<file path="src/verilog/fetch_pkg.sv">
package fetch_pkg;

  localparam int addr_w         = 32;
  localparam int inst_w         = 32;
  localparam int line_w         = 128;
  localparam int words_per_line = 4;
  localparam int fb_depth       = 4;  // also the number of memory credits
  localparam int fb_ptr_w       = 2;
  localparam int dec_credits    = 2;

  localparam int slot_w     = $clog2(words_per_line);
  localparam int inst_off_w = $clog2(inst_w / 8);  // byte offset inside a word
  localparam int line_off_w = $clog2(line_w / 8);  // byte offset inside a line
  localparam int fb_cnt_w   = fb_ptr_w + 1;        // holds 0..fb_depth
  localparam int dec_cnt_w  = $clog2(dec_credits + 1);

  typedef struct packed {
    logic [addr_w-1:0] line_addr;
    logic              epoch;
  } mem_req_t;

  typedef struct packed {
    logic [line_w-1:0] data;
    logic              epoch;
  } mem_rsp_t;

  typedef struct packed {
    logic [addr_w-1:0] pc;
    logic [inst_w-1:0] inst;
  } fetch_inst_t;

  typedef enum logic {
    slot_seq  = 1'b0,  // next line starts at slot 0
    slot_skip = 1'b1   // next line starts at the redirect slot
  } slot_mode_e;

endpackage

</file>
<file path="src/verilog/fetch_line_req.sv">
`timescale 1ns/100ps

module fetch_line_req import fetch_pkg::*; (
  input  logic              clk,
  input  logic              rst_n,
  input  logic              redirect,
  input  logic [addr_w-1:0] redirect_pc,
  input  logic              mem_credit,
  input  logic              mem_rsp_valid,
  output logic              mem_req_valid,
  output mem_req_t          mem_req,
  output logic              cur_epoch
);

  logic [addr_w-1:0]   next_addr;
  logic [fb_cnt_w-1:0] credits;
  logic [fb_cnt_w-1:0] inflight;
  logic [fb_cnt_w-1:0] stale;     // old-epoch responses still to come back
  logic                epoch;

  logic [fb_cnt_w-1:0] inflight_now;
  logic [fb_cnt_w-1:0] credits_base;
  logic [fb_cnt_w-1:0] stale_base;
  logic [addr_w-1:0]   addr_base;
  logic                epoch_base;
  logic                issue;

  // with a one-bit epoch only one old stream may be in flight at a time,
  // so new requests wait until the stale ones have drained
  always_comb begin
    inflight_now = inflight + fb_cnt_w'(mem_req_valid) - fb_cnt_w'(mem_rsp_valid);
    if (redirect) begin
      credits_base = fb_cnt_w'(fb_depth) - inflight_now;
      stale_base   = inflight_now;  // everything in flight is now stale
      addr_base    = {redirect_pc[addr_w-1:line_off_w], {line_off_w{1'b0}}};
      epoch_base   = (stale == '0) ? ~epoch : epoch;
    end else begin
      credits_base = credits + fb_cnt_w'(mem_credit);
      stale_base   = stale - fb_cnt_w'(mem_rsp_valid && (stale != '0));
      addr_base    = next_addr;
      epoch_base   = epoch;
    end
    issue = (credits_base != '0) && (stale_base == '0);
  end

  always_ff @(posedge clk) begin
    if (!rst_n) begin
      mem_req_valid <= 1'b0;
      credits       <= fb_cnt_w'(fb_depth);
      inflight      <= '0;
      stale         <= '0;
      epoch         <= 1'b0;
      next_addr     <= '0;  // fetch starts at pc 0
    end else begin
      mem_req_valid <= issue;
      inflight      <= inflight_now;
      stale         <= stale_base;
      epoch         <= epoch_base;
      if (issue) begin
        credits   <= credits_base - 1'b1;
        next_addr <= addr_base + addr_w'(line_w / 8);
      end else begin
        credits   <= credits_base;
        next_addr <= addr_base;
      end
    end
  end

  always_ff @(posedge clk) begin
    if (issue) begin
      mem_req <= '{line_addr: addr_base, epoch: epoch_base};
    end
  end

  assign cur_epoch = epoch;

  // free credits plus outstanding requests never exceed the buffer slots
  a_credit_bound: assert property (@(posedge clk) disable iff (!rst_n)
    (int'(credits) + int'(inflight)) <= fb_depth);

endmodule

</file>
<file path="src/verilog/fetch_buffer.sv">
`timescale 1ns/100ps

module fetch_buffer import fetch_pkg::*; (
  input  logic              clk,
  input  logic              rst_n,
  input  logic              redirect,
  input  logic              cur_epoch,
  input  logic              mem_rsp_valid,
  input  mem_rsp_t          mem_rsp,
  input  logic              line_pop,
  output logic              line_valid,
  output logic [line_w-1:0] line_data,
  output logic              mem_credit
);

  logic [line_w-1:0]   lines [fb_depth];
  logic [fb_ptr_w:0]   wr_ptr;  // msb is the wrap bit
  logic [fb_ptr_w:0]   rd_ptr;
  logic                full;
  logic                empty;
  logic                wr_en;
  logic                drop;
  logic [fb_cnt_w-1:0] pend;
  logic [fb_cnt_w-1:0] pend_sum;

  assign full  = (rd_ptr == {~wr_ptr[fb_ptr_w], wr_ptr[fb_ptr_w-1:0]});
  assign empty = (rd_ptr == wr_ptr);

  // a response arriving with the redirect is covered by the credit reload
  assign wr_en = mem_rsp_valid && !redirect && (mem_rsp.epoch == cur_epoch);
  assign drop  = mem_rsp_valid && !redirect && (mem_rsp.epoch != cur_epoch);

  assign pend_sum = pend + fb_cnt_w'(line_pop) + fb_cnt_w'(drop);

  always_ff @(posedge clk) begin
    if (!rst_n) begin
      wr_ptr <= '0;
      rd_ptr <= '0;
    end else if (redirect) begin
      wr_ptr <= '0;  // flush
      rd_ptr <= '0;
    end else begin
      if (wr_en) begin
        wr_ptr <= wr_ptr + 1'b1;
      end
      if (line_pop) begin
        rd_ptr <= rd_ptr + 1'b1;
      end
    end
  end

  // one credit per cycle, extra ones wait in pend
  always_ff @(posedge clk) begin
    if (!rst_n) begin
      pend       <= '0;
      mem_credit <= 1'b0;
    end else if (redirect) begin
      pend       <= '0;
      mem_credit <= 1'b0;
    end else begin
      mem_credit <= (pend_sum != '0);
      pend       <= pend_sum - fb_cnt_w'(pend_sum != '0);
    end
  end

  always_ff @(posedge clk) begin
    if (wr_en) begin
      lines[wr_ptr[fb_ptr_w-1:0]] <= mem_rsp.data;
    end
  end

  assign line_valid = !empty;
  assign line_data  = lines[rd_ptr[fb_ptr_w-1:0]];

  // the memory credits must keep responses from overrunning the store
  a_no_overflow: assert property (@(posedge clk) disable iff (!rst_n)
    wr_en |-> !full);

  a_no_underflow: assert property (@(posedge clk) disable iff (!rst_n)
    line_pop |-> !empty);

endmodule

</file>
<file path="src/verilog/inst_align.sv">
`timescale 1ns/100ps

module inst_align import fetch_pkg::*; (
  input  logic              clk,
  input  logic              rst_n,
  input  logic              redirect,
  input  logic [addr_w-1:0] redirect_pc,
  input  logic              line_valid,
  input  logic [line_w-1:0] line_data,
  input  logic              dec_credit,
  output logic              line_pop,
  output logic              inst_valid,
  output fetch_inst_t       inst_out
);

  logic [line_w-1:0]    line_q;
  logic                 have_line;
  logic [slot_w-1:0]    slot;
  logic [addr_w-1:0]    pc_q;
  slot_mode_e           mode;
  logic [dec_cnt_w-1:0] credits;
  logic                 last_slot;

  assign last_slot = (slot == slot_w'(words_per_line - 1));

  // nothing leaves in the redirect cycle
  assign inst_valid = have_line && (credits != '0) && !redirect;
  assign line_pop   = line_valid && !redirect && (!have_line || (inst_valid && last_slot));

  assign inst_out.pc   = pc_q;
  assign inst_out.inst = line_q[slot*inst_w +: inst_w];  // slot 0 in the low word

  always_ff @(posedge clk) begin
    if (!rst_n) begin
      have_line <= 1'b0;
      slot      <= '0;
      pc_q      <= '0;
      mode      <= slot_seq;
    end else if (redirect) begin
      have_line <= 1'b0;  // drop the old-stream line
      slot      <= redirect_pc[inst_off_w +: slot_w];
      pc_q      <= {redirect_pc[addr_w-1:inst_off_w], {inst_off_w{1'b0}}};
      mode      <= slot_skip;
    end else begin
      if (inst_valid) begin
        pc_q <= pc_q + addr_w'(inst_w / 8);
        slot <= slot + 1'b1;
        if (last_slot) begin
          have_line <= 1'b0;
        end
      end
      if (line_pop) begin
        have_line <= 1'b1;
        mode      <= slot_seq;
        if (mode == slot_seq) begin
          slot <= '0;
        end
      end
    end
  end

  always_ff @(posedge clk) begin
    if (line_pop) begin
      line_q <= line_data;
    end
  end

  // decode credits
  always_ff @(posedge clk) begin
    if (!rst_n) begin
      credits <= dec_cnt_w'(dec_credits);
    end else begin
      credits <= credits - dec_cnt_w'(inst_valid) + dec_cnt_w'(dec_credit);
    end
  end

  // decode never returns more credits than it took
  a_dec_credit: assert property (@(posedge clk) disable iff (!rst_n)
    int'(credits) <= dec_credits);

endmodule

</file>
<file path="src/verilog/fetch_top.sv">
`timescale 1ns/100ps

module fetch_top import fetch_pkg::*; (
  input  logic              clk,
  input  logic              rst_n,
  output logic              mem_req_valid,
  output mem_req_t          mem_req,
  input  logic              mem_rsp_valid,
  input  mem_rsp_t          mem_rsp,
  output logic              inst_valid,
  output fetch_inst_t       inst_out,
  input  logic              dec_credit,
  input  logic              redirect,
  input  logic [addr_w-1:0] redirect_pc
);

  logic              mem_credit;
  logic              cur_epoch;
  logic              line_valid;
  logic [line_w-1:0] line_data;
  logic              line_pop;

  fetch_line_req line_req_i (
    .clk           (clk),
    .rst_n         (rst_n),
    .redirect      (redirect),
    .redirect_pc   (redirect_pc),
    .mem_credit    (mem_credit),
    .mem_rsp_valid (mem_rsp_valid),
    .mem_req_valid (mem_req_valid),
    .mem_req       (mem_req),
    .cur_epoch     (cur_epoch)
  );

  fetch_buffer buffer_i (
    .clk           (clk),
    .rst_n         (rst_n),
    .redirect      (redirect),
    .cur_epoch     (cur_epoch),
    .mem_rsp_valid (mem_rsp_valid),
    .mem_rsp       (mem_rsp),
    .line_pop      (line_pop),
    .line_valid    (line_valid),
    .line_data     (line_data),
    .mem_credit    (mem_credit)
  );

  inst_align align_i (
    .clk         (clk),
    .rst_n       (rst_n),
    .redirect    (redirect),
    .redirect_pc (redirect_pc),
    .line_valid  (line_valid),
    .line_data   (line_data),
    .dec_credit  (dec_credit),
    .line_pop    (line_pop),
    .inst_valid  (inst_valid),
    .inst_out    (inst_out)
  );

endmodule

</file>
<file path="config.mk">
export PLATFORM = sky130hd
export DESIGN_NAME = fetch_top
export DESIGN_NICKNAME = d
export VERILOG_FILES = /design/src/verilog/fetch_pkg.sv /design/src/verilog/fetch_line_req.sv /design/src/verilog/fetch_buffer.sv /design/src/verilog/inst_align.sv /design/src/verilog/fetch_top.sv
export SDC_FILE = /design/constraint.sdc
export NUM_CORES = 1
export LEC_CHECK = 0
export BUFFER_PORTS_ARGS = -buffer_cell sky130_fd_sc_hd__buf_4
export CAP_MARGIN = 20
export CORE_UTILIZATION = 49
export CTS_CLUSTER_SIZE = 24
export DETAILED_ROUTE_END_ITERATION = 7
export GPL_TIMING_DRIVEN = 1
export PLACE_DENSITY_LB_ADDON = 0.25
export SYNTH_ARGS = -nofsm -noshare
export SYNTH_HDL_FRONTEND = slang
export SYNTH_HIERARCHICAL = 1
export SYNTH_SLANG_ARGS = --single-unit
</file>
<file path="constraint.sdc">
create_clock -name clk -period 13.4 [get_ports clk]
set_clock_uncertainty 0.2 [all_clocks]
set_input_delay 2.01 -clock clk [delete_from_list [all_inputs] [get_ports clk]]
set_output_delay 2.01 -clock clk [all_outputs]
set_load 0.005 [all_outputs]
</file>
==> results of run 1 <==
worst reg2reg max path: stages (launching register included):
cell                      delay [ns]
sky130_fd_sc_hd__dfxtp_1        0.30
sky130_fd_sc_hd__inv_1          0.03
sky130_fd_sc_hd__ha_1           0.26
sky130_fd_sc_hd__inv_1          0.04
sky130_fd_sc_hd__ha_1           0.19
sky130_fd_sc_hd__fa_1           0.58
sky130_fd_sc_hd__inv_1          0.08
sky130_fd_sc_hd__ha_1           0.29
sky130_fd_sc_hd__mux2i_1        0.09
sky130_fd_sc_hd__ha_1           0.23
sky130_fd_sc_hd__ha_1           0.23
sky130_fd_sc_hd__nor4b_2        0.30
sky130_fd_sc_hd__or2_0          0.45
sky130_fd_sc_hd__nand2_1        0.30
sky130_fd_sc_hd__inv_2          0.74
sky130_fd_sc_hd__a31oi_1        0.19
sky130_fd_sc_hd__o21a_1         0.23
area by class of cell:
cell class | count | area, um^2 | area share [%]
sequential | 764 | 22000 | 63.3
timing repair buffer | 282 | 2120 | 6.09
antenna | 5 | 12.5 | 0.0359
multi-input combinational | 649 | 7030 | 20.2
inverter | 33 | 124 | 0.356
clock inverter | 44 | 449 | 1.29
clock buffer | 101 | 2090 | 6.00
tap | 773 | 967 | 2.78
state kept, by name, indices dropped and copies added, names as in the netlist, 2 cells and up, named ones only:
signal                cells
align_i/credits           2
line_req_i/inflight       3
buffer_i/rd_ptr           3
align_i/slot              2
buffer_i/lines          512
buffer_i/pend             3
line_req_i/stale          3
align_i/pc_q             30
line_req_i/next_addr     32
buffer_i/wr_ptr           3
line_req_i/credits        3
align_i/line_q          128
line_req_i/mem_req       33
cell families (layout without fill, tap and decap cells):
kind of cell | after synthesis | after routing
AND/OR/NAND/NOR | 270 | 270
AO/OA/AOI/OAI | 122 | 122
flip-flops | 764 | 764
adder cells (fa/ha/maj) | 24 | 24
buffers and inverters | 103 | 460
multiplexers | 197 | 197
XOR/XNOR | 34 | 34
other | 1 | 7
power groups by stage:
| stage | clock network [mW] | logic (mW) | registers (mW) |
|---|---|---|---|
| global route | 2.28 | 0.617 | 2.85 |
| detailed placement | 0 | 0.560 | 2.89 |
| CTS | 2.18 | 0.563 | 2.84 |
| floorplan | 0 | 0.312 | 2.88 |
| global placement | 0 | 0.541 | 2.88 |
| finish | 2.14 | 0.555 | 2.83 |
Yosys cell counts, drive strengths merged (6+ instances only):
| cell type | count | area, um^2 |
|---|---|---|
| nand2b | 11 | 68.8 |
| or3 | 6 | 37.5 |
| o21ai | 33 | 165 |
| nor3b | 7 | 57.6 |
| dfxtp | 91 | 1820 |
| nor3 | 22 | 110 |
| mux4 | 160 | 3600 |
| clkbuf | 28 | 105 |
| nand3b | 10 | 87.6 |
| nand2 | 43 | 161 |
| ha | 22 | 275 |
| xnor2 | 22 | 193 |
| buf | 42 | 413 |
| nor2 | 41 | 154 |
| a31oi | 11 | 68.8 |
| and4 | 10 | 88.8 |
| nand3 | 36 | 185 |
| edfxtp | 673 | 20200 |
| nor4 | 12 | 75.1 |
| and3 | 16 | 100 |
| o31ai | 7 | 52.6 |
| nor2b | 9 | 56.3 |
| a211oi | 7 | 52.6 |
| and2 | 16 | 100 |
| inv | 33 | 124 |
| xor2 | 11 | 96.3 |
| mux2i | 17 | 170 |
| mux2 | 20 | 225 |
| a21oi | 27 | 135 |
| nand4 | 16 | 128 |
| or4 | 8 | 60.1 |
per-stage QoR:
stage / power (mW) / util (%) / hold WS [ns]
finish: 5.53 / 58.6 / 0.304
global route: 5.75 / 58.6 / 0.318
CTS: 5.58 / 58.5 / 0.304
detailed placement: 3.45 / 54.3 / 0.297
global placement: 3.42 / 54.2 / 0.293
floorplan: 3.19 / - / 0.256
worst max path at each step:
stage	startpoint	to	slack, ns	cells after the start
2_1_floorplan	redirect	buffer_i/pend[2]	2.10	13
3_3_place_gp	mem_rsp_valid	line_req_i/next_addr[13]	6.88	16
3_5_place_dp	mem_rsp_valid	line_req_i/next_addr[13]	6.71	16
4_1_cts	mem_rsp_valid	line_req_i/next_addr[13]	7.36	16
5_1_grt	mem_rsp_valid	line_req_i/next_addr[13]	7.09	16
6_report	mem_rsp_valid	line_req_i/next_addr[13]	7.36	16
layer usage:
metal	vias to the layer above	GRT usage [%]
met1	7618	25.5
met3	89	5.04
met5	-	0
met2	413	32.5
met4	10	6.26
li1	6780	-
==> results_dict.tcl, run 1 <==
set metrics [dict create \
    grt_max_degree 66 \
    cts.repair.resized 0 \
    timing.final.crit_share_pct 45.1 \
    port_bufs 260 \
    timing.critical_path.slowest_cell_delay_ns 0.74 \
    net_sw_share_pct 22.6 \
    setup-violations-final 0 \
    cts.reportedPaths.clkPinSlew_ns 0.06 \
    area_share_of_xor_xnor_cells_in_the_synthesized_design_pct 1.05 \
    filler_cell_count 4433 \
    slew_hr_pct 32.8 \
    wire_length_of_the_first_global_routing_pass_um 90000 \
    dp_slack_ns 6.71 \
    worstSkewPairLatency_ns 0.61 \
    holdBufCountCts 0 \
    largest_delay_share_family_worst_path "adder cells" \
    cts_root_buffer "sky130_fd_sc_hd__clkbuf_16" \
    endpoint_of_the_worst_hold_path "buffer_i/wr_ptr[2]" \
    part_of_the_total_power_dissipated_in_combinational_logic_pct 10.0 \
    post_route_cells_drive_above_1_share_pct 31.7 \
    antenna_found_initial 10 \
    slew_viol_final 0 \
    hold_path.class "reg2reg" \
    synth_async_sr_flop_share_pct 0 \
    mostFrequentLayoutCell "sky130_fd_sc_hd__edfxtp_1" \
    groute.usage.overall_pct 19.6 \
    dominant_combinational_cell_family_by_area_after_synthesis "multiplexers" \
    adder_and_majority_gate_portion_of_the_synthesized_area_pct 1.06 \
    dpl.hpwl_um 36000 \
    first_pass_iters 5 \
    clock_tree_from_tritoncts "done" \
    io_pins 265 \
    dieArea_um2 61500 \
    peakVddDrop_mv 0.105 \
    reg2regPathDepth 16 \
    r2r_setup_slack_ns 8.59 \
    clockBufferDepth 3 \
    worst_max_slew_pin_slew_ns 1.01 \
    synth_area_in_simple_gates_pct 5.24 \
    yosys_register_bits 764 \
    drt_first_iter_violations 940 \
    fin_crit_ns 6.04 \
    viasPerCell 5.62 \
    layout_common_cells "sky130_fd_sc_hd__edfxtp_1 (673), sky130_fd_sc_hd__buf_4 (280), sky130_fd_sc_hd__mux4_2 (160)" \
    switchingPower_mw 1.25 \
    final_cell_area_um2 34800 \
    dr.max_layer_used "met5" \
    timing.critical_path.cells "buf_4 -> ha_1 -> inv_1 -> ha_1 -> fa_1 -> inv_1 -> ha_1 -> mux2i_1 -> ha_1 -> ha_1 -> nor4b_2 -> or2_0 -> nand2_1 -> inv_2 -> a31oi_1 -> o21a_1" \
    route.detailed.drc 0 \
    timing.critical_path.arrival_ns 6.34 \
    most_frequently_used_flop_master_after_synthesis "sky130_fd_sc_hd__edfxtp_1" \
    wirelength_met1_um 24500 \
    hold_path_startpoint "buffer_i/wr_ptr[2]" \
    synth_enable_flop_cells 673 \
    met2WireLength_um 29700 \
    timing_worst_setup_path_type "in2reg" \
    p_leak_nw 11.7 \
    detail_route.wl_per_cell_um 22.5 \
    post-route-worst-setup-slack_ns 7.36 \
    clkPwrFrac_pct 38.7 \
    detailroute.via_count 14900 \
    finalHoldViolations 0 \
    place_area_um2 32300 \
    gr-total-overflow 0 \
    die_x_um 248 \
    seq_area_frac_synth_pct 74.3 \
    critical_path.most_common_cell "sky130_fd_sc_hd__ha_1" \
    synth-compound-area-share_pct 2.72 \
    synth_mux_area_share_pct 13.5 \
    numClockSinks 764 \
    worst_hold_path.num_cells 2 \
    power-per-cell-area_nw_per_um2 159 \
    critical_path_buf_inv_count 4 \
    route.met3.wl_um 4140 \
    critical_path_launch_point_type "input pin" \
    initial_utilization_pct 49.9 \
    yosys_warnings 6 \
    max-cap-violations 0 \
    fin_tns_setup_ns 0 \
    wl_um 59700 \
    finalNetCount 1999 \
    cp.required_ns 13.70 \
    intPower_mw 4.28 \
    outcome "finished, final reports clean" \
    cell_at_the_slowest_stage_of_the_critical_path "sky130_fd_sc_hd__inv_2" \
    ant_nets 0 \
    dieHeight_um 248 \
    floorplan.core_area_um2 59500 \
    synth_cell_types 73 \
    worst_setup_path_end_kind "flip-flop" \
    cts.htree.levels 3 \
    dpl.cell_count 2499 \
    syn_avg_cell_area_um2 19.6 \
    synthCells 1515 \
    cts_buffers 79 \
    r2r-end "line_req_i/next_addr[13]" \
    area_growth_pct 17.4 \
    instances_no_fill 2651 \
    sequentialPowerShare_pct 51.3 \
    mappedNetlistArea_um2 29700 \
    floorplan.rows 89 \
    gpl.final_weighted_congestion 0.849 \
    post_cts_setup_buffer_count 0 \
    critPathMaxFanout 41 \
    r2r_start "line_req_i/inflight[0]" \
    fmaxAchievable_mhz 166 \
    unrepaired_setup_endpoints_after_global_routing "false" \
    first_global_vias 15300 \
]
No activity file was read; power rests on OpenSTA's default activity.
==> run 2, diff against run 1 <==
Settings changed: ABC_AREA set to 1.
Clock period 13.4 ns to 5.2 ns, I/O delays scaled along.
==> run 2 against run 1 <==
Compared with the run above: register-to-register slack got worse by 6.8 ns; synthesized cell count increased by 68%; sequential cell count unchanged; die area increased by 4.6%; worst hold slack got worse by 0.17 ns; wire length increased by 34%; via count up 37%; critical path depth is 10 lower; largest power group unchanged; critical endpoint is now inst_out[12]; clock power grew to 2.7 times the previous value; core utilization fell by 0.23 points.
==> results_dict.tcl, run 2 <==
set metrics [dict create \
    dpl.cell_count 3529 \
    wire_length_of_the_first_global_routing_pass_um 117000 \
    synth.most_common_cell "sky130_fd_sc_hd__edfxtp_1" \
    clockBufferDepth 3 \
    mappedNetlistArea_um2 31000 \
    timing_worst_setup_path_type "reg2out" \
    gpl.final_weighted_congestion 0.888 \
    cts.htree.levels 3 \
    groute.usage.overall_pct 24.7 \
    reg2regPathDepth 15 \
    timing.critical_path.arrival_ns 2.76 \
    fmaxAchievable_mhz 267 \
    cts.reportedPaths.clkPinSlew_ns 0.06 \
    synth_mux_area_share_pct 0.0322 \
    grt_max_degree 113 \
    wl_um 80200 \
    synth-compound-area-share_pct 10.8 \
    initial_utilization_pct 49.9 \
    post_cts_setup_buffer_count 0 \
    seq_area_frac_synth_pct 71.0 \
    max-cap-violations 0 \
    area_growth_pct 16.9 \
    yosys_warnings 6 \
    first_pass_iters 6 \
    endpoint_of_the_worst_hold_path "buffer_i/lines[0][17]" \
    holdBufCountCts 0 \
    unrepaired_setup_endpoints_after_global_routing "false" \
    finalHoldViolations 0 \
    power-per-cell-area_nw_per_um2 400 \
    floorplan.rows 91 \
    dpl.hpwl_um 51200 \
    p_leak_nw 12.9 \
    dominant_combinational_cell_family_by_area_after_synthesis "simple AND/OR/NAND/NOR gates" \
    gr-total-overflow 0 \
    layout_common_cells "sky130_fd_sc_hd__edfxtp_1 (673), sky130_fd_sc_hd__nor2_1 (405), sky130_fd_sc_hd__nand2_1 (320)" \
    grt-busiest-layer "met2" \
    worst_hold_path.num_cells 1 \
    viasPerCell 5.57 \
    finalNetCount 2965 \
    peakVddDrop_mv 0.305 \
    cts_root_buffer "sky130_fd_sc_hd__clkbuf_16" \
    timing.critical_path.slowest_cell_delay_ns 0.53 \
    synthTopCellsByArea "sky130_fd_sc_hd__edfxtp_1 (65%), sky130_fd_sc_hd__dfxtp_1 (5.9%), sky130_fd_sc_hd__nor2_1 (5.0%)" \
    worst_max_slew_pin_slew_ns 1.10 \
    hold_path.class "in2reg" \
    netlist.area_leader.share_pct 65.1 \
    worstSkewPairLatency_ns 0.64 \
    adder_and_majority_gate_portion_of_the_synthesized_area_pct 1.02 \
    critPathMaxFanout 65 \
    synth.cells.most_frequent "sky130_fd_sc_hd__edfxtp_1 (673), sky130_fd_sc_hd__nor2_1 (411), sky130_fd_sc_hd__nand2_1 (320)" \
    synth_area_in_simple_gates_pct 12.3 \
    synth_async_sr_flop_share_pct 0 \
    yosys_register_bits 764 \
    cts.repair.resized 0 \
    instances_no_fill 3675 \
    cts_buffers 79 \
    fin_hold_ws_ns 0.132 \
    r2r-end "line_req_i/next_addr[29]" \
    worst_setup_path_end_kind "output port" \
    r2r_start "line_req_i/inflight[0]" \
    synth_enable_flop_cells 673 \
    dieArea_um2 64400 \
    slew_hr_pct 26.5 \
    detailroute.via_count 20500 \
    fin_crit_ns 3.74 \
    setup-violations-final 0 \
    timing.final.crit_share_pct 72.0 \
    port_bufs 260 \
    drt_first_iter_violations 1915 \
    dp_slack_ns 1.16 \
    io_pins 265 \
    timing.critical_path.cells "buf_4 -> inv_2 -> buf_12 -> nor2_1 -> o22ai_1 -> buf_4" \
    synth_cell_types 42 \
    largest_delay_share_family_worst_path "buffers and inverters" \
    synth_area_leader_cell "sky130_fd_sc_hd__edfxtp_1" \
    critical_path_buf_inv_count 4 \
    most_frequently_used_flop_master_after_synthesis "sky130_fd_sc_hd__edfxtp_1" \
    r2r_setup_slack_ns 1.77 \
    floorplan.core_area_um2 62200 \
    largest_register_ffs 512 \
    die_x_um 254 \
    post_route_cells_drive_above_1_share_pct 19.4 \
    critical_path_launch_point_type "flip-flop" \
    cp.required_ns 4.22 \
    synthCells 2542 \
    dieHeight_um 254 \
    hold_path_startpoint "mem_rsp[18]" \
    antenna_found_initial 7 \
    grtUsageMet3_pct 6.60 \
    first_global_vias 19400 \
    numClockSinks 764 \
    mostFrequentLayoutCell "sky130_fd_sc_hd__edfxtp_1" \
    detail_route.wl_per_cell_um 21.8 \
    post-route-worst-setup-slack_ns 1.46 \
    cell_at_the_slowest_stage_of_the_critical_path "sky130_fd_sc_hd__buf_4" \
    critical_path.most_common_cell "sky130_fd_sc_hd__buf_4" \
    syn_avg_cell_area_um2 12.2 \
    area_share_of_xor_xnor_cells_in_the_synthesized_design_pct 0.649 \
    global_route.usage.met2_pct 40.9 \
    route.detailed.drc 0 \
    met1_usage_pct 31.0 \
    outcome "finished, final reports clean" \
    clock_tree_from_tritoncts "done" \
    slew_viol_final 0 \
    ant_nets 0 \
]
==> run 2: cell type report <==
| class | instances | area, um^2 |
|---|---|---|
| inverter | 118 | 449 |
| timing repair buffer | 286 | 2340 |
| sequential | 764 | 22000 |
| antenna | 1 | 2.50 |
| clock buffer | 99 | 2080 |
| multi-input combinational | 1526 | 7770 |
| tap | 837 | 1050 |
| fill | 5008 | 25900 |
| clock inverter | 44 | 551 |
==> run 2: routing by layer <==
layer / routed length, um / vias to the layer above / part of all wire [%]
met5: 80 / - / 0.10
met4: 2550 / 14 / 3.2
met3: 7000 / 141 / 8.7
met2: 39400 / 772 / 49
met1: 31200 / 10100 / 39
li1: - / 9499 / -
==> run 2: cell families after synthesis <==
family / after synthesis
buffers and inverters: 253
AND/OR/NAND/NOR: 899
AO/OA/AOI/OAI: 577
multiplexers: 1
flip-flops: 764
adder cells (fa/ha/maj): 24
XOR/XNOR: 23
other: 1
==> run 2: through the flow <==
step | area [um^2] | util, % | setup TNS [ns] | total power, mW
finish | 36300 | 58.4 | 0 | 14.5
global route | 36300 | 58.4 | 0 | 15.0
CTS | 36200 | 58.3 | 0 | 14.6
detailed placement | 33600 | 54.0 | 0 | 8.94
global placement | 33600 | 54.0 | 0 | 8.88
floorplan | 31100 | - | -1050.09 | 8.24
==> run 2: how the worst max path moves through the flow <==
stage / start / to / depth (start not counted)
final: align_i/slot[0] / inst_out[12] / 6
after global routing: align_i/slot[0] / inst_out[5] / 6
after CTS: align_i/slot[0] / inst_out[5] / 5
after detailed placement: mem_rsp_valid / line_req_i/next_addr[20] / 15
after global placement: mem_rsp_valid / line_req_i/next_addr[20] / 15
after floorplan: mem_rsp[0] / buffer_i/lines[0][0] / 6
==> run 2: where the power goes <==
part           internal, mW  switching (mW)  leakage (nW)
registers              7.09           0.138          6.85
clock network          3.32            2.39          1.27
logic                 0.594           0.985          4.77
total                  11.0            3.51          12.9
